==> config.mk <==
export PLATFORM = sky130hd
export DESIGN_NAME = icache_tag_mem
export DESIGN_NICKNAME = d
export VERILOG_FILES = /design/src/icache_pkg.sv /design/src/icache_tag_mem.sv
export VERILOG_INCLUDE_DIRS = /design/src /design/src/src
export SDC_FILE = /design/constraint.sdc
export NUM_CORES = 2
export LEC_CHECK = 0
export ABC_AREA = 0
export ABC_CLOCK_PERIOD_IN_PS = 6450
export BUFFER_PORTS_ARGS = -buffer_cell sky130_fd_sc_hd__buf_2
export CORE_MARGIN = 2
export CORE_UTILIZATION = 45
export DETAILED_ROUTE_END_ITERATION = 16
export GPL_ROUTABILITY_DRIVEN = 0
export PLACE_DENSITY = 0.65
export RECOVER_POWER = 100
export SLEW_MARGIN = 20
export SYNTH_ARGS = -nofsm -noshare
export SYNTH_HDL_FRONTEND = slang
export SYNTH_MEMORY_MAX_BITS = 65536
export SYNTH_SLANG_ARGS = --single-unit
==> constraint.sdc <==
create_clock -name i_clk -period 6.45 [get_ports i_clk]
set_input_delay 0.9675 -clock i_clk [delete_from_list [all_inputs] [get_ports i_clk]]
set_output_delay 0.9675 -clock i_clk [all_outputs]
set_load 0.05 [all_outputs]
==> src/icache_defs.svh <==
// Geometry of the instruction cache. Only 2 ways are supported,
// so the way count has no macro here
`ifndef ICACHE_DEFS_SVH
`define ICACHE_DEFS_SVH

`define ICACHE_ADDR_BITS    32
`define ICACHE_OFFSET_BITS  4   // 16-byte lines
`define ICACHE_LINE_WORDS   4
`define ICACHE_SET_BITS     4   // 16 sets

// Address bits above offset and set index
`define ICACHE_TAG_BITS     (`ICACHE_ADDR_BITS - `ICACHE_OFFSET_BITS - `ICACHE_SET_BITS)

`endif

==> src/icache_pkg.sv <==
// Shared types of the instruction cache
// Word 0 of a line sits in the low 32 bits
`include "icache_defs.svh"

package icache_pkg;

    typedef logic [`ICACHE_ADDR_BITS-1:0]       addr_t;
    typedef logic [31:0]                        word_t;
    typedef logic [`ICACHE_LINE_WORDS*32-1:0]   line_t;
    typedef logic [`ICACHE_TAG_BITS-1:0]        tag_t;
    typedef logic [`ICACHE_SET_BITS-1:0]        set_idx_t;

    // Controller FSM
    typedef enum logic [2:0] {
        INIT,       // Power-on invalidate sweep
        IDLE,
        LOOKUP,
        FILL,
        WRITE,
        RESPOND,
        FLUSH
    } ctrl_state_e;

endpackage

==> src/icache_tag_mem.sv <==
// Two-way tag and data store with one LRU bit per set
// Valid and LRU bits start unknown until the controller's power-on sweep
`timescale 1ns/100ps
`include "icache_defs.svh"

module icache_tag_mem (
    input  logic                    i_clk,
    input  logic                    i_nrst,
    input  logic                    i_rd_en,
    input  icache_pkg::set_idx_t    i_rd_idx,
    input  icache_pkg::tag_t        i_rd_tag,
    output logic                    o_hit,
    output logic                    o_hit_way,
    output icache_pkg::line_t       o_rd_line,
    output logic                    o_victim_way,
    input  logic                    i_wr_en,
    input  logic                    i_wr_way,
    input  icache_pkg::set_idx_t    i_wr_idx,
    input  icache_pkg::tag_t        i_wr_tag,
    input  icache_pkg::line_t       i_wr_line,
    input  logic                    i_inv_en,
    input  logic                    i_inv_all,
    input  icache_pkg::set_idx_t    i_inv_idx,
    input  icache_pkg::tag_t        i_inv_tag
);
    import icache_pkg::*;

    localparam int SETS = 1 << `ICACHE_SET_BITS;

    tag_t            tag_q   [2][SETS];
    line_t           data_q  [2][SETS];
    logic [SETS-1:0] valid_q [2];
    logic [SETS-1:0] lru_q;         // Next victim way per set

    logic            rd_pend_q;     // Lookup result is on the outputs this cycle
    set_idx_t        rd_idx_q;
    tag_t            rd_tag_q;
    logic [1:0]      way_hit;

    always_ff @(posedge i_clk or negedge i_nrst) begin
        if (!i_nrst) begin
            rd_pend_q <= 1'b0;
        end else begin
            rd_pend_q <= i_rd_en;
        end
    end

    always_ff @(posedge i_clk) begin
        if (i_rd_en) begin
            rd_idx_q <= i_rd_idx;
            rd_tag_q <= i_rd_tag;
        end
    end

    assign way_hit[0] = valid_q[0][rd_idx_q] && (tag_q[0][rd_idx_q] == rd_tag_q);
    assign way_hit[1] = valid_q[1][rd_idx_q] && (tag_q[1][rd_idx_q] == rd_tag_q);

    assign o_hit        = |way_hit;
    assign o_hit_way    = way_hit[1];
    assign o_rd_line    = way_hit[1] ? data_q[1][rd_idx_q] : data_q[0][rd_idx_q];
    assign o_victim_way = lru_q[i_rd_idx];

    // Line payload
    always_ff @(posedge i_clk) begin
        if (i_wr_en) begin
            tag_q[i_wr_way][i_wr_idx]  <= i_wr_tag;
            data_q[i_wr_way][i_wr_idx] <= i_wr_line;
        end
    end

    always_ff @(posedge i_clk) begin
        if (i_wr_en) begin
            valid_q[i_wr_way][i_wr_idx] <= 1'b1;
            lru_q[i_wr_idx]             <= ~i_wr_way;   // Other way goes next
        end else if (i_inv_en) begin
            if (i_inv_all) begin
                valid_q[0][i_inv_idx] <= 1'b0;
                valid_q[1][i_inv_idx] <= 1'b0;
                lru_q[i_inv_idx]      <= 1'b0;
            end else begin
                for (int w = 0; w < 2; w++) begin
                    if (tag_q[w][i_inv_idx] == i_inv_tag) begin
                        valid_q[w][i_inv_idx] <= 1'b0;
                    end
                end
            end
        end else if (rd_pend_q && o_hit) begin
            lru_q[rd_idx_q] <= ~o_hit_way;   // Only on the first cycle of a lookup
        end
    end

    // Controller keeps fills and flushes apart
    wr_inv_excl_a: assert property (@(posedge i_clk) disable iff (!i_nrst)
        !(i_wr_en && i_inv_en));

endmodule

==> flow_metrics.py <==
metrics = {
    "status": {
        "status": "complete, but fails checks",
        "failed_checks": "max-capacitance violations, max-slew violations",
    },
    "clock_tree": {
        "cts_root_buffer": "clkbuf_16",
        "tritoncts": "done",
        "numClockSinks": 4941,
        "clk_latency_ps": 1010,
        "cts_max_level": 5,
        "path_clk_slew_ps": 60,
        "cts_buffers": 485,
        "clk_path_buf_depth": 4,
    },
    "timing": {
        "fmax_ghz": 0.155,
        "tns_ps": 0,
        "hold_violations": 0,
        "clock_skew_ps": 41.8,
        "finalCritPeriodShare_pct": 99.7,
        "finalSetupViolations": 0,
        "drv_slew": 4585,
        "slew_headroom_pct": -249,
        "fin_crit_ps": 6430,
        "worst_pin_slew_ps": 5230,
    },
    "logic_synthesis": {
        "synth_cells": 8038,
        "ys_types": 70,
        "ys_ff_latch": 4941,
        "synth-edff-count": 4908,
        "synth_fp_nets": 8257,
        "async_flop_share_pct": 0.0202,
        "ys.flop_type": "edfxtp_1",
        "yosys_warnings": 0,
        "avgSynthCellArea_um2": 24.3,
        "synthesis.area_um2": 195000,
        "seq_area_frac_synth_pct": 75.7,
    },
    "grt": {
        "grt_util_all_layers_pct": 23.8,
        "antenna_found_initial": 102,
        "grt_pass1_vias": 94900,
        "grt_max_degree": 146,
        "grt_pass1_wl_um": 742000,
        "grt-ovfl-total": 0,
    },
    "die": {
        "core_um2": 434000,
        "rows": 242,
        "initial_core_util_pct": 45.1,
        "boundaryPins": 350,
        "fp.dieW_um": 663,
        "die_y_um": 663,
        "dieArea_um2": 440000,
    },
    "routing": {
        "wl_per_cell_um": 35.7,
        "drt_iter0_markers": 13300,
        "vias": 94000,
        "drcViolationCount": 0,
        "via_per_inst": 6.32,
        "routed_wirelength_um": 532000,
        "drt_first_pass_iters": 6,
        "route.antenna.remaining_nets": 0,
    },
    "layout": {
        "finish.net_count": 8902,
        "final_common_cell": "edfxtp_1",
        "area_growth_pct": 12.7,
        "nFillCells": 33500,
        "mostFrequentLayoutCells": "4908 x edfxtp_1, 1661 x mux4_2, 492 x clkbuf_16",
        "drive_gt1_share_pct": 31.7,
    },
    "power_and_ir_drop": {
        "irDropWorstVdd_uv": 290,
        "power_density_nw_per_um2": 316,
        "p_leak_uw": 0.0685,
        "power_uw": 69500,
    },
    "worst_setup_path": {
        "required_ps": 5480,
        "endpoint_kind": "output port",
        "critPathLaunchType": "flop",
        "worstPathArrival_ps": 5470,
        "crit_fanout": 28,
        "worstSetupPathType": "flop to output port",
    },
    "placement": {
        "hpwl_um": 282000,
        "portBuffers": 349,
    },
    "job": {
        "maxCapViolCount": 120,
    },
    "hold_path": {
        "hold_class": "primary input to flop",
    },
}
[worst max-delay path: stages, from the launching register on]
cell	delay (ps)
edfxtp_1	420
buf_4	250
buf_16	240
mux4_2	540
mux4_2	520
xor2_1	190
a2111oi_1	470
o2111ai_2	320
or2_4	420
buf_12	210
buf_12	230
mux2_4	310
buf_2	220
[timing repair]
action,CTS,global route
gates resized for setup,18,4
setup buffers,6,13
hold buffers,1,0
endpoints found under the hold margin,1,0
endpoints found under the setup margin,83,49
cloned,4,1
pin swaps,1,1
[per-stage QoR]
stage                     setup WS, ps  area [µm²]  hold WS, ps  instances  util (%)
after global routing             -3.57      220000          139      14900      50.8
after floorplan                   -177      196000          453       8038         -
after global placement             924      206000          462      13900      47.4
final                             16.3      220000          146      14900      50.8
after CTS                         20.4      222000         98.0      14800      51.1
after detailed placement           869      206000          471      13900      47.4
[where the power goes]
part / total (µW) / switching, µW / internal [µW]
Clock: 27900 / 12100 / 15800
Sequential: 36000 / 169 / 35800
Combinational: 5640 / 3350 / 2300
Total: 69500 / 15600 / 53900
[area by class of cell]
type	instances	area, µm²	area share (%)
multi-input cells	2617	45200	20.5
flip-flops and latches	4941	148000	67.2
well taps	5734	7170	3.26
clock buffers	573	12600	5.72
diodes	38	95.1	0.0432
repair buffers	616	4010	1.82
clock inverters	341	3050	1.38
inverters	22	82.6	0.0375
[Yosys cell counts, drive strengths merged (4+ instances only)]
| cell | count | area, µm² |
|---|---|---|
| a41oi | 7 | 61.3 |
| inv | 22 | 82.6 |
| and3 | 18 | 113 |
| mux2 | 143 | 1900 |
| a221oi | 14 | 123 |
| o22ai | 12 | 75.1 |
| buf | 227 | 1320 |
| nor2 | 65 | 246 |
| nand4 | 13 | 81.3 |
| mux2i | 177 | 1770 |
| edfxtp | 4908 | 147000 |
| nor4 | 15 | 93.8 |
| xor2 | 30 | 263 |
| a21o | 4 | 30.0 |
| and2 | 11 | 68.8 |
| nand3 | 19 | 95.1 |
| or2 | 5 | 31.3 |
| a311oi | 5 | 43.8 |
| a2111oi | 7 | 61.3 |
| xnor2 | 56 | 490 |
| a211oi | 4 | 30.0 |
| nand2b | 12 | 75.1 |
| and4 | 4 | 35.0 |
| nor3 | 15 | 75.1 |
| clkbuf | 231 | 867 |
| nor2b | 16 | 100 |
| a22o | 9 | 78.8 |
| nand2 | 69 | 259 |
| dfxtp | 32 | 641 |
| o211ai | 4 | 30.0 |
| o21ai | 38 | 190 |
| mux4 | 1661 | 37400 |
| o22a | 18 | 158 |
| a21oi | 36 | 180 |
| a22oi | 45 | 338 |
| a31oi | 34 | 213 |
[sequential cells by signal, indices dropped and copies added, names as in the netlist]
register,cells
valid_q,32
data_q,4096
lru_q,16
rd_idx_q,4
rd_pend_q,1
rd_tag_q,24
tag_q,768
[metal layers]
metal  global-route usage [%]  wire (µm)  vias to the layer above
met5                        0        409                        -
met4                     7.63      18500                       64
met3                     4.71      50400                     1048
met2                     38.6     258000                     5196
met1                     32.8     204000                    51200
li1                         -          -                    36600
[worst paths after layout]
path	from	endpoint	slack [ps]	cells after the start
hold / removal	i_rd_tag[1]	rd_tag_q[1]	150	1
setup reg to reg	rd_idx_q[1]	lru_q[4]	1240	13
min in group asynchronous	i_nrst	rd_pend_q	360	2
max in group asynchronous	i_nrst	rd_pend_q	5870	2
setup / recovery	rd_idx_q[1]	o_rd_line[53]	20	12
hold reg to reg	valid_q[0][10]	valid_q[0][10]	490	1
[logic make-up after synthesis]
kind of cell           Yosys count  share of synthesized area [%]
flip-flops                    4941                           75.7
multiplexers                  1981                           21.0
buffers and inverters          480                           1.16
AND/OR/NAND/NOR                280                          0.730
AO/OA/AOI/OAI                  270                          0.972
XOR/XNOR                        86                          0.385
Note: power is estimated with default switching activity, not from simulation.
