## src/icache_defs.svh

```systemverilog
// Geometry of the instruction cache. Only 2 ways are supported,
// so the way count has no macro here
`ifndef ICACHE_DEFS_SVH
`define ICACHE_DEFS_SVH

`define ICACHE_ADDR_BITS    32
`define ICACHE_OFFSET_BITS  4   // 16-byte lines
`define ICACHE_LINE_WORDS   4
`define ICACHE_SET_BITS     4   // 16 sets

// Address bits above offset and set index
`define ICACHE_TAG_BITS     (`ICACHE_ADDR_BITS - `ICACHE_OFFSET_BITS - `ICACHE_SET_BITS)

`endif

```

## src/icache_pkg.sv

```systemverilog
// Shared types of the instruction cache
// Word 0 of a line sits in the low 32 bits
`include "icache_defs.svh"

package icache_pkg;

    typedef logic [`ICACHE_ADDR_BITS-1:0]       addr_t;
    typedef logic [31:0]                        word_t;
    typedef logic [`ICACHE_LINE_WORDS*32-1:0]   line_t;
    typedef logic [`ICACHE_TAG_BITS-1:0]        tag_t;
    typedef logic [`ICACHE_SET_BITS-1:0]        set_idx_t;

    // Controller FSM
    typedef enum logic [2:0] {
        INIT,       // Power-on invalidate sweep
        IDLE,
        LOOKUP,
        FILL,
        WRITE,
        RESPOND,
        FLUSH
    } ctrl_state_e;

endpackage

```

## src/icache_ctrl.sv

```systemverilog
// Cache FSM with one fetch in flight. Requests are refused until the
// power-on sweep ends, and a pending flush always goes ahead of a fetch
`timescale 1ns/100ps
`include "icache_defs.svh"

module icache_ctrl (
    input  logic                    i_clk,
    input  logic                    i_nrst,
    input  logic                    i_req_valid,
    input  icache_pkg::addr_t       i_req_addr,
    output logic                    o_req_ready,
    output logic                    o_resp_valid,
    output icache_pkg::addr_t       o_resp_addr,
    output icache_pkg::word_t       o_resp_data,
    output logic                    o_resp_fault,
    input  logic                    i_resp_ready,
    output icache_pkg::addr_t       o_mpu_addr,
    input  logic                    i_pma_cached,
    input  logic                    i_pmp_x,
    input  logic                    i_flush_valid,
    input  icache_pkg::addr_t       i_flush_addr,
    output logic                    o_fill_start,
    output icache_pkg::addr_t       o_fill_addr,
    output logic                    o_fill_line_mode,
    input  logic                    i_fill_done,
    input  icache_pkg::line_t       i_fill_line,
    input  logic                    i_fill_err,
    output logic                    o_rd_en,
    output icache_pkg::set_idx_t    o_rd_idx,
    output icache_pkg::tag_t        o_rd_tag,
    input  logic                    i_hit,
    input  logic                    i_hit_way,
    input  icache_pkg::line_t       i_rd_line,
    input  logic                    i_victim_way,
    output logic                    o_wr_en,
    output logic                    o_wr_way,
    output icache_pkg::set_idx_t    o_wr_idx,
    output icache_pkg::tag_t        o_wr_tag,
    output icache_pkg::line_t       o_wr_line,
    output logic                    o_inv_en,
    output logic                    o_inv_all,
    output icache_pkg::set_idx_t    o_inv_idx,
    output icache_pkg::tag_t        o_inv_tag
);
    import icache_pkg::*;

    ctrl_state_e state_q;
    ctrl_state_e state_d;
    set_idx_t    cnt_q;          // Sweep position for INIT and flush-all
    logic        flush_pend_q;
    addr_t       flush_addr_q;   // Bit 0 selects flush-all
    addr_t       req_addr_q;
    logic        cached_q;
    logic        fault_q;
    logic [1:0]  word_sel;
    word_t       hit_word;
    word_t       fill_word;

    assign word_sel  = req_addr_q[`ICACHE_OFFSET_BITS-1:2];
    assign hit_word  = i_rd_line[word_sel*32 +: 32];
    assign fill_word = i_fill_line[word_sel*32 +: 32];

    always_comb begin
        state_d      = state_q;
        o_rd_en      = 1'b0;
        o_fill_start = 1'b0;
        o_wr_en      = 1'b0;
        o_inv_en     = 1'b0;
        o_resp_valid = 1'b0;
        case (state_q)
            INIT: begin
                o_inv_en = 1'b1;
                if (&cnt_q) begin
                    state_d = IDLE;
                end
            end
            IDLE: begin
                if (flush_pend_q) begin
                    state_d = FLUSH;
                end else if (i_req_valid) begin
                    o_rd_en = 1'b1;
                    state_d = LOOKUP;
                end
            end
            LOOKUP: begin
                if (i_hit) begin
                    o_resp_valid = 1'b1;    // Tag memory output holds while stalled
                    if (i_resp_ready) begin
                        state_d = IDLE;
                    end
                end else if (!i_pmp_x) begin
                    state_d = RESPOND;      // Denied fetch never reaches the bus
                end else begin
                    o_fill_start = 1'b1;
                    state_d      = FILL;
                end
            end
            FILL: begin
                if (i_fill_done) begin
                    state_d = (cached_q && !i_fill_err) ? WRITE : RESPOND;
                end
            end
            WRITE: begin
                o_wr_en = 1'b1;
                state_d = RESPOND;
            end
            RESPOND: begin
                o_resp_valid = 1'b1;
                if (i_resp_ready) begin
                    state_d = IDLE;
                end
            end
            FLUSH: begin
                o_inv_en = 1'b1;
                if (!flush_addr_q[0] || (&cnt_q)) begin
                    state_d = IDLE;
                end
            end
            default: state_d = INIT;
        endcase
    end

    always_ff @(posedge i_clk or negedge i_nrst) begin
        if (!i_nrst) begin
            state_q      <= INIT;
            cnt_q        <= '0;
            flush_pend_q <= 1'b0;
        end else begin
            state_q <= state_d;
            if (o_inv_en && o_inv_all) begin
                cnt_q <= cnt_q + 1'b1;      // Wraps back to 0 after a full sweep
            end
            if (state_q == IDLE) begin
                flush_pend_q <= 1'b0;
            end
            if (i_flush_valid) begin
                flush_pend_q <= 1'b1;       // New pulse wins over the clear
            end
        end
    end

    always_ff @(posedge i_clk) begin
        if (o_rd_en) begin
            req_addr_q <= i_req_addr;
        end
        if (i_flush_valid) begin
            flush_addr_q <= i_flush_addr;
        end
        if (o_fill_start) begin
            cached_q <= i_pma_cached;
        end
        if (state_q == LOOKUP && !i_hit) begin
            fault_q <= !i_pmp_x;
        end else if (i_fill_done) begin
            fault_q <= i_fill_err;
        end
    end

    assign o_req_ready  = (state_q == IDLE) && !flush_pend_q;
    assign o_resp_addr  = req_addr_q;
    assign o_resp_fault = (state_q == RESPOND) && fault_q;
    assign o_resp_data  = (state_q == LOOKUP) ? hit_word : (fault_q ? '1 : fill_word);
    assign o_mpu_addr   = req_addr_q;

    assign o_fill_addr      = req_addr_q;
    assign o_fill_line_mode = i_pma_cached;

    // Lookup takes the incoming address, WRITE needs the victim of the held one
    assign o_rd_idx = (state_q == IDLE) ? i_req_addr[`ICACHE_OFFSET_BITS +: `ICACHE_SET_BITS]
                                        : req_addr_q[`ICACHE_OFFSET_BITS +: `ICACHE_SET_BITS];
    assign o_rd_tag = i_req_addr[`ICACHE_ADDR_BITS-1 -: `ICACHE_TAG_BITS];

    assign o_wr_way  = i_victim_way;
    assign o_wr_idx  = req_addr_q[`ICACHE_OFFSET_BITS +: `ICACHE_SET_BITS];
    assign o_wr_tag  = req_addr_q[`ICACHE_ADDR_BITS-1 -: `ICACHE_TAG_BITS];
    assign o_wr_line = i_fill_line;

    assign o_inv_all = (state_q == INIT) || flush_addr_q[0];
    assign o_inv_idx = o_inv_all ? cnt_q
                                 : flush_addr_q[`ICACHE_OFFSET_BITS +: `ICACHE_SET_BITS];
    assign o_inv_tag = flush_addr_q[`ICACHE_ADDR_BITS-1 -: `ICACHE_TAG_BITS];

    // Sweeps never overlap a response or a finishing line fill
    no_resp_in_sweep_a: assert property (@(posedge i_clk) disable iff (!i_nrst)
        (state_q inside {INIT, FLUSH}) |-> (!o_resp_valid && !i_fill_done));

    // A stalled response keeps its fields until taken
    resp_hold_a: assert property (@(posedge i_clk) disable iff (!i_nrst)
        (o_resp_valid && !i_resp_ready) |=> (o_resp_valid && $stable(o_resp_data)
            && $stable(o_resp_addr) && $stable(o_resp_fault)));

endmodule

```

## config.mk

```make
export PLATFORM = sky130hd
export DESIGN_NAME = icache_ctrl
export DESIGN_NICKNAME = d
export VERILOG_FILES = /design/src/icache_pkg.sv /design/src/icache_ctrl.sv
export VERILOG_INCLUDE_DIRS = /design/src /design/src/src
export SDC_FILE = /design/constraint.sdc
export NUM_CORES = 1
export LEC_CHECK = 0
export ABC_CLOCK_PERIOD_IN_PS = 2790
export BUFFER_PORTS_ARGS = -buffer_cell sky130_fd_sc_hd__buf_2
export CORE_AREA = 2 2 266 268
export DETAILED_ROUTE_END_ITERATION = 8
export DIE_AREA = 0 0 268 270
export PLACE_DENSITY = 0.37
export REMOVE_ABC_BUFFERS = 1
export SYNTH_ARGS = -nofsm -noshare
export SYNTH_HDL_FRONTEND = slang
export SYNTH_SLANG_ARGS = --single-unit
```

## constraint.sdc

```tcl
create_clock -name i_clk -period 2.79 [get_ports i_clk]
set_input_delay 0.1395 -clock i_clk [delete_from_list [all_inputs] [get_ports i_clk]]
set_output_delay 0.1395 -clock i_clk [all_outputs]
set_load 0.005 [all_outputs]
```

==> out/qor.yml <==
yosys:
  synth.largest_area_cell: "buf_4"
  synthFlopType: "edfxtp_1"
  synth-adder-area-share: 0.00196
  ys_types: 39
  syn_avg_cell_area_um2: 12.2
  netlist.area_leader.share: 0.319
  synth_edf_count: 63
  synth_area_um2: 6380
  yosysWarnings: 0
  synth.ff_latch_count: 71
  synth_area_leaders: "buf_4 32%, edfxtp_1 30%, mux4_2 23%"
  synth_cells: 524
  synthMuxAreaShare: 0.244
  async_flop_share: 0.113
  synth-simple-area-share: 0.0239
  synth_compound_area_frac: 0.0604
  synth_top_family_by_area: "buffers and inverters"
  synth-seq-area-share: 0.328
  synth-xor-area-share: 0.00549
die:
  rows: 97
  io_pins: 682
  die_y_um: 270
  dieWidth_um: 268
  initial_core_util: 0.0917
  core-area_um2: 69500
  die_area_um2: 72400
run_status:
  status: "finished clean"
cts:
  clkTransAtPathRegs_ps: 60
  h-tree-depth: 3
  cts_setup_buffers: 0
  cts_resized: 0
  cts_root_buf: "clkbuf_16"
  cts_tree: "yes"
  cts.sink_count: 71
  cts.path.max_buffers: 2
  clk_latency_ps: 350
  numCtsBuffers: 9
place:
  io_buffers: 675
  routabilityCongestion: 0.910
  hpwl_mm: 45.9
  place_inst: 1858
route:
  wire_per_inst_um: 26.1
  drc: 0
  drt-met1-wl_mm: 18.3
  drt-total-wl_mm: 50.8
  first_pass_iters: 4
  routed.top_layer: "met5"
  vias: 6325
  first_iter_violations: 350
  met2_length_mm: 24.8
  vias_per_cell: 3.25
  ant_nets: 0
  dr_wl_met3_mm: 6.68
setup_path:
  cp-end-kind: "primary output"
  setup.worst_path.start_class: "flip-flop"
  cp_data_required_time_ps: 2650
  worstSetupPathType: "flip-flop to primary output"
  cp_max_fo: 60
  cp.arrival_ps: 2300
timing:
  holdWs_ps: 28.8
  hold_viol_final: 0
  worstMarginPinSlew_ps: 712
  finalCritPeriodShare: 0.873
  relSlewSlack: 0.525
  skew_ps: 8.87
  rsz0062_at_grt: "false"
  setup_viol: 0
  period_minus_slack_ps: 2440
  drv_slew: 0
  fmax_mhz: 411
global_route:
  grt_overflow: 0
  antenna_found_initial: 31
  grt_max_degree: 64
  track_usage: 0.134
  grt_first_pass_wirelength_mm: 63.3
  grt_pass1_vias: 6412
power_and_ir_drop:
  power_density_nw_per_um2: 479
  p_total_w: 0.00473
  ir_worst_vdd_mv: 0.291
  leakage_nw: 4.44
finish:
  layout-drive-gt1-share: 0.785
  syn_to_final_growth_pct: 54.8
  fin_nets: 1323
  finalNonFillerCells: 1944
run:
  maxCapViolCount: 0
hold_path:
  hold_path_class: "input pin to flip-flop"
cells by family after synthesis:
kind of cell	Yosys count
buffers and inverters	297
multiplexers	74
adder cells (fa/ha/maj)	1
flip-flops	71
AND/OR/NAND/NOR	29
XOR/XNOR	4
AO/OA/AOI/OAI	48
per-layer routing:
layer	vias up	GRT usage
met5	-	0
met4	16	0.0262
met3	61	0.0701
met2	529	0.237
met1	3121	0.141
li1	2598	-
flip-flops by register name (all words and copies together), names as in the netlist:
name / count
state_q: 3
o_fill_addr: 32
fault_q: 1
cnt_q: 4
cached_q: 1
flush_addr_q: 29
flush_pend_q: 1
through the flow:
stage / TNS [ps] / util / cell area [um^2] / worst slack (ps)
floorplan: -29360 / - / 4240 / -930
global placement: 0 / 0.128 / 8940 / 688
detailed placement: 0 / 0.128 / 8940 / 693
CTS: 0 / 0.141 / 9840 / 281
global route: 0 / 0.142 / 9860 / 234
finish: 0 / 0.142 / 9870 / 354
worst max-delay path, stage by stage, from the launching register on:
cell and delay (ps):
edfxtp_1 390, buf_12 320, mux4_2 670, o22a_1 230, buf_2 130
Yosys cell counts, drive strengths merged, types with 5 or more instances:
cell type and instances:
clkbuf 9, mux2 10, edfxtp 63, nor2 6, mux4 64, buf 285
nand2 6, o21ai 5, dfrtp 8, o22a 32
power by group:
part / switching, W / internal (W)
Clock: 0.000505 / 0.000702
Sequential: 0.0000992 / 0.00130
Combinational: 0.00114 / 0.000986
Total: 0.00175 / 0.00298
layout by cell type, fill, tap and decap left out, types with 3 or more instances in the layout:
cell,synthesis,layout
buf_12,0,3
buf_2,9,675
buf_4,271,10
clkbuf_16,0,9
dfrtp_1,8,8
diode_2,0,9
dlygate4sd3_1,0,61
edfxtp_1,63,63
inv_1,3,3
inv_6,0,3
mux2_2,9,9
mux4_2,64,64
nand2_1,6,6
nor2_1,6,6
nor2b_1,3,3
nor3_1,3,3
o21ai_0,4,4
o22a_1,32,32
xnor2_1,3,3
final timing paths:
kind | start | to | slack [ps] | cells past startpoint
max | o_fill_addr[2] | o_resp_data[15] | 350 | 4
min | i_req_addr[24] | o_fill_addr[24] | 30 | 1
min in group asynchronous | i_nrst | flush_pend_q | 190 | 2
max reg2reg | state_q[0] | cached_q | 850 | 4
min reg2reg | cnt_q[3] | cnt_q[3] | 520 | 1
max in group asynchronous | i_nrst | cnt_q[2] | 2420 | 2
layout make-up:
cell class | count | area (um^2)
Antenna cell | 9 | 22.5
Clock buffer | 9 | 225
Clock inverter | 7 | 77.6
Fill cell | 7941 | 59700
Inverter | 3 | 11.3
Multi-Input combinational cell | 156 | 2140
Sequential cell | 71 | 2090
Tap cell | 940 | 1180
Timing Repair Buffer | 749 | 4120
what timing repair did:
action / 4_1_cts / 5_1_grt
setup endpoints to repair: 0 / 0
endpoints found under the hold margin: 67 / 1
hold buffers: 60 / 1
Power figures use the tool's default switching activity.
