`src/icache_defs.svh`:
```
// Geometry of the instruction cache. Only 2 ways are supported,
// so the way count has no macro here
`ifndef ICACHE_DEFS_SVH
`define ICACHE_DEFS_SVH

`define ICACHE_ADDR_BITS    32
`define ICACHE_OFFSET_BITS  4   // 16-byte lines
`define ICACHE_LINE_WORDS   4
`define ICACHE_SET_BITS     4   // 16 sets

// Address bits above offset and set index
`define ICACHE_TAG_BITS     (`ICACHE_ADDR_BITS - `ICACHE_OFFSET_BITS - `ICACHE_SET_BITS)

`endif

```
`src/icache_pkg.sv`:
```
// Shared types of the instruction cache
// Word 0 of a line sits in the low 32 bits
`include "icache_defs.svh"

package icache_pkg;

    typedef logic [`ICACHE_ADDR_BITS-1:0]       addr_t;
    typedef logic [31:0]                        word_t;
    typedef logic [`ICACHE_LINE_WORDS*32-1:0]   line_t;
    typedef logic [`ICACHE_TAG_BITS-1:0]        tag_t;
    typedef logic [`ICACHE_SET_BITS-1:0]        set_idx_t;

    // Controller FSM
    typedef enum logic [2:0] {
        INIT,       // Power-on invalidate sweep
        IDLE,
        LOOKUP,
        FILL,
        WRITE,
        RESPOND,
        FLUSH
    } ctrl_state_e;

endpackage

```
`src/icache_fill_master.sv`:
```
// Read-only Wishbone classic master with one cycle open at a time
// Line reads start at the line-aligned address, single reads fetch one word
`timescale 1ns/100ps
`include "icache_defs.svh"

module icache_fill_master (
    input  logic                i_clk,
    input  logic                i_nrst,
    input  logic                i_fill_start,
    input  icache_pkg::addr_t   i_fill_addr,
    input  logic                i_fill_line_mode,
    output logic                o_fill_done,
    output icache_pkg::line_t   o_fill_line,
    output logic                o_fill_err,
    output logic                o_wb_cyc,
    output logic                o_wb_stb,
    output icache_pkg::addr_t   o_wb_adr,
    output logic [3:0]          o_wb_sel,
    input  icache_pkg::word_t   i_wb_dat,
    input  logic                i_wb_ack,
    input  logic                i_wb_err
);
    import icache_pkg::*;

    localparam int    CNT_BITS  = $clog2(`ICACHE_LINE_WORDS);
    localparam addr_t LINE_MASK = addr_t'((1 << `ICACHE_OFFSET_BITS) - 1);

    logic                busy_q;
    logic                done_q;
    logic                err_q;
    logic                line_mode_q;
    logic [CNT_BITS-1:0] cnt_q;         // Words acked so far
    addr_t               adr_q;
    line_t               line_q;
    logic                last_word;
    logic [CNT_BITS-1:0] slot;

    assign last_word = !line_mode_q || (cnt_q == CNT_BITS'(`ICACHE_LINE_WORDS - 1));
    assign slot      = adr_q[`ICACHE_OFFSET_BITS-1:2];  // Same slot rule in both modes

    always_ff @(posedge i_clk or negedge i_nrst) begin
        if (!i_nrst) begin
            busy_q <= 1'b0;
            done_q <= 1'b0;
            err_q  <= 1'b0;
        end else begin
            done_q <= 1'b0;
            if (i_fill_start) begin
                busy_q <= 1'b1;
            end else if (busy_q && (i_wb_err || (i_wb_ack && last_word))) begin
                busy_q <= 1'b0;     // Error closes the cycle at once
                done_q <= 1'b1;
                err_q  <= i_wb_err;
            end
        end
    end

    always_ff @(posedge i_clk) begin
        if (i_fill_start) begin
            line_mode_q <= i_fill_line_mode;
            cnt_q       <= '0;
            adr_q       <= i_fill_line_mode ? (i_fill_addr & ~LINE_MASK)
                                            : (i_fill_addr & ~addr_t'(3));
        end else if (busy_q && i_wb_ack) begin
            line_q[slot*32 +: 32] <= i_wb_dat;
            cnt_q                 <= cnt_q + 1'b1;
            adr_q                 <= adr_q + addr_t'(4);
        end
    end

    assign o_wb_cyc    = busy_q;
    assign o_wb_stb    = busy_q;
    assign o_wb_adr    = adr_q;
    assign o_wb_sel    = 4'hF;   // Full words only
    assign o_fill_done = done_q;
    assign o_fill_line = line_q;
    assign o_fill_err  = err_q;

    // Classic cycle holds stb inside cyc and keeps the address until ack or err
    stb_hold_a: assert property (@(posedge i_clk) disable iff (!i_nrst)
        (o_wb_stb && !i_wb_ack && !i_wb_err)
            |=> (o_wb_cyc && o_wb_stb && $stable(o_wb_adr)));

    // Controller waits for fill_done before the next start
    start_when_idle_a: assert property (@(posedge i_clk) disable iff (!i_nrst)
        i_fill_start |-> !busy_q);

endmodule

```
`config.mk`:
```
export PLATFORM = sky130hd
export DESIGN_NAME = icache_fill_master
export DESIGN_NICKNAME = d
export VERILOG_FILES = /design/src/icache_pkg.sv /design/src/icache_fill_master.sv
export VERILOG_INCLUDE_DIRS = /design/src /design/src/src
export SDC_FILE = /design/constraint.sdc
export NUM_CORES = 1
export LEC_CHECK = 0
export ABC_AREA = 1
export BUFFER_PORTS_ARGS = -buffer_cell sky130_fd_sc_hd__buf_4
export CORE_AREA = 2 2 118 120
export CTS_CLUSTER_DIAMETER = 120
export DETAILED_ROUTE_END_ITERATION = 10
export DIE_AREA = 0 0 120 122
export PLACE_DENSITY_LB_ADDON = 0.15
export REMOVE_ABC_BUFFERS = 1
export SLEW_MARGIN = 25
export SYNTH_ARGS = -nofsm -noshare
export SYNTH_HDL_FRONTEND = slang
export SYNTH_SLANG_ARGS = --single-unit
export TNS_END_PERCENT = 5
```
`constraint.sdc`:
```
create_clock -name i_clk -period 6.5 [get_ports i_clk]
set_input_delay 1.3 -clock i_clk [delete_from_list [all_inputs] [get_ports i_clk]]
set_output_delay 1.3 -clock i_clk [all_outputs]
set_load 0.01 [all_outputs]
```
==> metrics.md, run 1 <==
| Metric | Value |
|---|---|
| Status | `finished clean` |
| Setup crit start kind | `register` |
| Worst VDD drop | `roughly 140 µV` |
| Via density | `between 5 and 6` |
| Met3 GRT Util | `approximately 4.9%` |
| Crit-path max cell delay | `840 ps` |
| Yosys warns | `0` |
| P&R area growth vs syn | `35.75%` |
| Core area | `0.01350 mm²` |
| Clock Power Share | `between 30% and 40%` |
| Max Fanout on Critical Path | `32` |
| Final ANT Viol Nets | `0` |
| Post-Synthesis Cell Area | `0.007108 mm²` |
| Post-synth top area share | `67.17%` |
| Setup TNS | `0 ps` |
| Cell Chain, Critical Path | `inv_2 > ha_1 > clkinv_1 > nand3_1 > buf_4 > nor2_1` |
| Busiest grt layer | `met2` |
| Avg WL per Cell | `16.76 µm` |
| Met1 Use GR | `just over 30%` |
| Mapped Avg Cell Area | `10.67 µm²` |
| P_int | `1.951 mW` |
| Crit Path Class | `reg -> reg` |
| Max Clk Rate | `0.2945 GHz` |
| Antenna violations before repair | `0` |
| Register share of total power | `48.3%` |
| Min Tclk post-route | `3395 ps` |
| CTS tree | `done` |
| Total number of vias | `approximately 5500` |
| Final RePlAce weighted congestion | `roughly 0.87` |
| Max Cap Viol | `0` |
| Top Ports | `238` |
| WP data required | `6650 ps` |
| Sink Count | `roughly 160` |
| Endpoints failing hold | `0` |
| P_leak | `4.181 nW` |
| CP top delay family | `buffers and inverters` |
| Cell count after synthesis | `666` |
| CP bufs+invs | `3` |
| CTS max path bufs | `2` |
| Vias in the first global route | `5434` |
| RSZ-0062 raised after global routing | `false` |
| Placed insts | `~1100` |
| Row cnt | `43` |
| N_diodes | `0` |
| Pwr Density | `270.8 mW/mm²` |
| Crit. End Element | `register` |
| Fin crit share | `52.23%` |
| Worst-path clk slew | `about 60 ps` |
| Share of post-route cells with drive strength above 1 | `31.72%` |
| Port-buffer cells | `229` |
| H-tree Lvls | `4` |
| Psw | `661.6 µW` |
| Hold WC Path Type | `reg -> reg` |
| Met2 usage | `between 40% and 50%` |
| DR DRC count | `0` |
| Util after Layout | `71.45%` |
| Drt total wl | `18240 µm` |
| Gr usage total | `25.20%` |
| CTS root buf | `clkbuf_16` |
| Hold-fix buffers, CTS | `0` |
| Arrival time worst endpoint | `~3500 ps` |
| Worst clock skew | `slightly above 6 ps` |
| DR iter-0 viols | `460` |
| Starting Density | `52.64%` |
| Post-route non-filler standard cell count | `roughly 1100` |
| Hold slack | `477.6 ps` |
| Max Slew Vio Count | `0` |
| Worst-Margin Slew | `1060 ps` |
| Switching share of power | `between 20% and 30%` |
| Sequential-to-total area share from yosys stat | `68.79%` |
| DR pass1 iterations | `5` |
| Die H | `122 µm` |
| Flops & latches, synth | `164` |
| Nets | `~1000` |
| Largest net degree at the start of global routing | `42` |
| First-pass GRT wire length | `27830 µm` |
| Total CTS buffers | `17` |
| Slew headroom | `29.17%` |
| Setup repair bufs after CTS | `0` |
| Die area | `0.01464 mm²` |
| Slowest library cell on the worst path | `clkinv_1` |
| Grt total ovfl | `0` |
| Final setup fails | `0` |
| Yosys cell types | `28` |
| Area leader, netlist | `edfxtp_1` |
| Final HPWL DP | `12420 µm` |
| Clk_lat worst skew | `between 400 and 500 ps` |
| Post-CTS Resized | `0` |
| Top post-synthesis cells by area | `edfxtp_1 67%, nor2_1 7.7%, nand2_1 7.4%` |
| Logic pwr share | `about 12%` |
| Overall die width | `120 µm` |
cells in the mapped netlist, drive strengths merged:
master,number
edfxtp,159
nor2,155
nand2,147
inv,71
nand3,34
nor3,31
buf,24
o21ai,10
a21oi,7
ha,6
or2,4
and2,3
clkbuf,3
dfrtp,3
xor2,3
conb,2
dfxtp,2
o22ai,2
area by class of cell:
| type | count | area (µm²) |
|---|---|---|
| Clock buffer | 17 | 425.4 |
| Sequential cell | 164 | 4890 |
| Clock inverter | 14 | 175.2 |
| Tap cell | 180 | 225.2 |
| Timing Repair Buffer | 234 | 1817 |
| Fill cell | 981 | 3855 |
| Inverter | 71 | 266.5 |
| Multi-Input combinational cell | 408 | 1851 |
power groups by stage:
stage	Combinational (mW)	Clock (mW)	Sequential, mW
detailed placement	0.320	0	1.28
CTS	0.322	1.03	1.26
global placement	0.309	0	1.28
floorplan	0.147	0	1.29
finish	0.325	1.03	1.26
global route	0.358	1.07	1.27
sequential cells by signal (all words and copies together) (netlist names):
name and flops:
cnt_q 2, line_mode_q 1, o_fill_done 1, o_fill_err 1, o_fill_line 128, o_wb_adr 30
o_wb_cyc 1
routing by layer:
layer | vias to the layer above | wire, µm
li1 | 2634 | -
met1 | 2544 | 6894
met2 | 312 | 9437
met3 | 31 | 1525
met4 | 0 | 378
met5 | - | 0
worst register-to-register path: cells and delay by family (launching register included):
family                     cells  cell delay [ps]
and+or+nand+nor                2              460
adders and majority gates      1              520
buffers and inverters          3             1440
DFF                            1              700
worst paths after layout:
check                                  from              to  slack, ps  depth (start not counted)
worst min-delay path               cnt_q[1]        cnt_q[1]        480                          2
min in group asynchronous            i_nrst      o_fill_err        660                          1
max in group asynchronous            i_nrst     o_fill_done       5750                          1
worst max-delay path            o_wb_adr[2]  o_fill_line[6]       3100                          6
worst max register to register  o_wb_adr[2]  o_fill_line[6]       3100                          6
worst min register to register     cnt_q[1]        cnt_q[1]        480                          2
cell families (layout without fill, tap and decap cells):
family          after synthesis  in the layout  synth area share [%]
fa+ha+maj                     6              6                 1.056
buf+inv                      98            336                 5.844
flops                       164            164                 68.79
other cells                   2              6                0.1057
compound gates               19             19                 1.373
xor+xnor                      3              3                0.3697
simple gates                374            374                 22.46
metrics by stage:
step | setup slack (ps) | area [µm²] | power, mW
after detailed placement | 3112 | 8966 | 1.604
after global routing | 2844 | 9649 | 2.699
after floorplan | 3100 | 6974 | 1.440
after global placement | 3163 | 8964 | 1.591
after CTS | 3500 | 9567 | 2.617
final | 3105 | 9649 | 2.613
cells in the final DEF (no fill, tap or decap), types with 5 or more instances in the layout:
cell       count
buf_4        231
edfxtp_1     159
nor2_1       141
nand2_1      140
inv_1         68
nand3_1       34
nor3_1        31
clkbuf_16     17
nor2_4        11
o21ai_0        8
a21oi_1        7
nand2_2        6
ha_1           6
conb_1         6
inv_6          5
Note: power is estimated with default switching activity, not from simulation.
==> inputs of run 2 (changes only) <==
--- a/config.mk
+++ b/config.mk
@@ -8,10 +8,10 @@
 export LEC_CHECK = 0
 export ABC_AREA = 1
 export BUFFER_PORTS_ARGS = -buffer_cell sky130_fd_sc_hd__buf_4
-export CORE_AREA = 2 2 118 120
+export CORE_AREA = 2 2 128 130
 export CTS_CLUSTER_DIAMETER = 120
 export DETAILED_ROUTE_END_ITERATION = 10
-export DIE_AREA = 0 0 120 122
+export DIE_AREA = 0 0 130 132
 export PLACE_DENSITY_LB_ADDON = 0.15
 export REMOVE_ABC_BUFFERS = 1
 export SLEW_MARGIN = 25
==> constraint.sdc (replaced) <==
create_clock -name i_clk -period 2.9 [get_ports i_clk]
set_input_delay 0.58 -clock i_clk [delete_from_list [all_inputs] [get_ports i_clk]]
set_output_delay 0.58 -clock i_clk [all_outputs]
set_load 0.01 [all_outputs]
==> run 2 against run 1 <==
Clock skew rose by 3.4 ps. Die area rose by 17%. Total power rose by 130%. Critical path depth fell by 1. Count of clock-buffer cells in the layout rose by 1. Hold slack got worse by 130 ps. Critical endpoint is now o_fill_line[74].
==> metrics.md, run 2 (same netlist as run 1, synthesis figures left out) <==
| Metric | Value |
|---|---|
| Status | `finished clean` |
| CTS max path bufs | `2 (unchanged)` |
| Final ANT Viol Nets | `0 (unchanged)` |
| Setup TNS | `0 ps (unchanged)` |
| Max Slew Vio Count | `0 (unchanged)` |
| Max Fanout on Critical Path | `21 (-34%)` |
| Port-buffer cells | `229 (unchanged)` |
| Clk_lat worst skew | `420 ps (about the same)` |
| Drt total wl | `18010 µm (-1.3%)` |
| Fin crit share | `69.40% (+17 points)` |
| Placed cell areas | `0.009129 mm² (+1.8%)` |
| Share of post-route cells with drive strength above 1 | `32.24% (+0.53 points)` |
| Worst clock skew | `9.439 ps (+3.379 ps)` |
| Worst VDD drop | `419.6 µV (+210%)` |
| DR iter-0 viols | `382 (-17%)` |
| Die area | `0.01716 mm² (+17%)` |
| P_int | `4.475 mW (+130%)` |
| Design Area, Final | `0.009766 mm² (+1.2%)` |
| Final setup fails | `0 (unchanged)` |
| Total number of vias | `5481 (-0.72%)` |
| Top Ports | `238 (unchanged)` |
| DR DRC count | `0 (unchanged)` |
| P_leak | `4.233 nW (+1.2%)` |
| Gr usage total | `20.92% (-4.3 points)` |
| Overall die width | `130 µm (+8.3%)` |
| First-pass GRT wire length | `27320 µm (-1.9%)` |
| Via density | `4.833 (-4.8%)` |
| Clock Power Share | `40.2% (+1.0 points)` |
| DR pass1 iterations | `5 (unchanged)` |
| Arrival time worst endpoint | `2170 ps (-1370 ps)` |
| Largest net degree at the start of global routing | `40 (-4.8%)` |
| Row cnt | `46 (+7.0%)` |
| Worst-path clk slew | `60 ps (about the same)` |
| H-tree Lvls | `4 (unchanged)` |
| Grt total ovfl | `0 (unchanged)` |
| Min Tclk post-route | `2013 ps (-1382 ps)` |
| Post-route non-filler standard cell count | `1134 (+4.2%)` |
| CTS tree | `done` |
| Max FFs per register | `128 (unchanged)` |
| Final HPWL DP | `12760 µm (+2.7%)` |
| Pwr Density | `609.8 mW/mm² (+130%)` |
| Final RePlAce weighted congestion | `0.8692 (-0.29%)` |
| Crit Path Class | `reg -> reg` |
| Most frequent cells in the layout | `239 x buf_4, 159 x edfxtp_1, 141 x nor2_1, 141 x nand2_1, 69 x inv_1` |
| Max Clk Rate | `0.4969 GHz (+69%)` |
| Switching share of power | `24.85% (-0.47 points)` |
| Starting Density | `45.24% (-7.4 points)` |
| Hold WC Path Type | `in -> reg` |
| Psw | `1.480 mW (+120%)` |
| Worst-Margin Slew | `601.1 ps (-458.7 ps)` |
| Setup crit start kind | `register` |
| P&R area growth vs syn | `37.39%` |
| Total CTS buffers | `17 (unchanged)` |
| Avg WL per Cell | `15.88 µm (-5.3%)` |
| Post-CTS Resized | `0 (unchanged)` |
| Crit. End Element | `register` |
| WP data required | `3060 ps (-3590 ps)` |
| Slew headroom | `59.83% (+31 points)` |
| Die H | `132 µm (+8.2%)` |
| Sink Count | `164 (unchanged)` |
| Antenna violations before repair | `0 (unchanged)` |
| RSZ-0062 raised after global routing | `false` |
| Max Cap Viol | `0 (unchanged)` |
| Core area | `0.01571 mm² (+16%)` |
| Endpoints failing hold | `0 (unchanged)` |
| N_diodes | `0 (unchanged)` |
| Placed insts | `1101 (+4.5%)` |
| CTS root buf | `clkbuf_16` |
| Logic pwr share | `12.4% (about the same)` |
| Register share of total power | `47.4% (-0.9 points)` |
| Setup repair bufs after CTS | `0 (unchanged)` |
| Commonest non-fill, non-tap cell in the layout | `buf_4` |
| Fill cell count | `1301 (+33%)` |
| Nets | `981 (+0.93%)` |
| Vias in the first global route | `5099 (-6.2%)` |
==> run 2: final cells by class <==
class,count,area [µm²],area share [%]
Clock inverter,14,197.7,2.024
Clock buffer,18,429.2,4.395
Inverter,71,266.5,2.729
Sequential cell,164,4890,50.07
Multi-Input combinational cell,408,1848,18.92
Timing Repair Buffer,243,1864,19.09
Tap cell,216,270.3,2.767
==> run 2: critical path, stage by stage (launching register included) <==
cell and delay (ps):
edfxtp_1 460, inv_1 110, ha_1 400, nand2_1 330, buf_4 370, nor2_1 70
==> run 2: metal layers <==
| metal | vias up | GRT usage, % | share of wire (%) |
|---|---|---|---|
| met5 | - | 0 | 0 |
| met4 | 0 | 5.376 | 1.2 |
| met3 | 19 | 5.682 | 8.5 |
| met2 | 261 | 34.70 | 50 |
| met1 | 2550 | 27.24 | 41 |
| li1 | 2651 | - | - |
==> run 2: worst paths after layout <==
| check | from | to | slack [ps] | depth (start not counted) |
|---|---|---|---|---|
| max in group asynchronous | i_nrst | o_fill_done | 2300 | 2 |
| worst max register to register | o_wb_adr[3] | o_fill_line[74] | 890 | 5 |
| worst min-delay path | i_fill_line_mode | line_mode_q | 350 | 1 |
| worst min register to register | cnt_q[0] | cnt_q[0] | 470 | 1 |
| min in group asynchronous | i_nrst | o_wb_cyc | 500 | 2 |
| worst max-delay path | o_wb_adr[3] | o_fill_line[74] | 890 | 5 |
==> run 2: what timing repair did <==
item,4_1_cts,5_1_grt
hold buffers,1,0
endpoints found under the hold margin,3,0
endpoints found under the setup margin,0,0
==> run 2: through the flow <==
step,hold WS (ps),setup WS (ps),utilization (%),power [mW]
6_report,352.2,887.5,62.15,5.955
5_1_grt,329.2,718.5,62.15,6.194
4_1_cts,334.1,882.3,62.15,5.997
3_5_place_dp,379.3,781.8,58.10,3.614
3_3_place_gp,378.8,814.6,58.10,3.593
2_1_floorplan,284.4,162.3,-,3.227
==> run 2: power groups by stage <==
| stage | clock network, mW | logic [mW] | registers [mW] |
|---|---|---|---|
| floorplan | 0 | 0.329 | 2.90 |
| global placement | 0 | 0.726 | 2.87 |
| detailed placement | 0 | 0.746 | 2.87 |
| CTS | 2.43 | 0.749 | 2.82 |
| global route | 2.54 | 0.825 | 2.83 |
| finish | 2.39 | 0.741 | 2.82 |
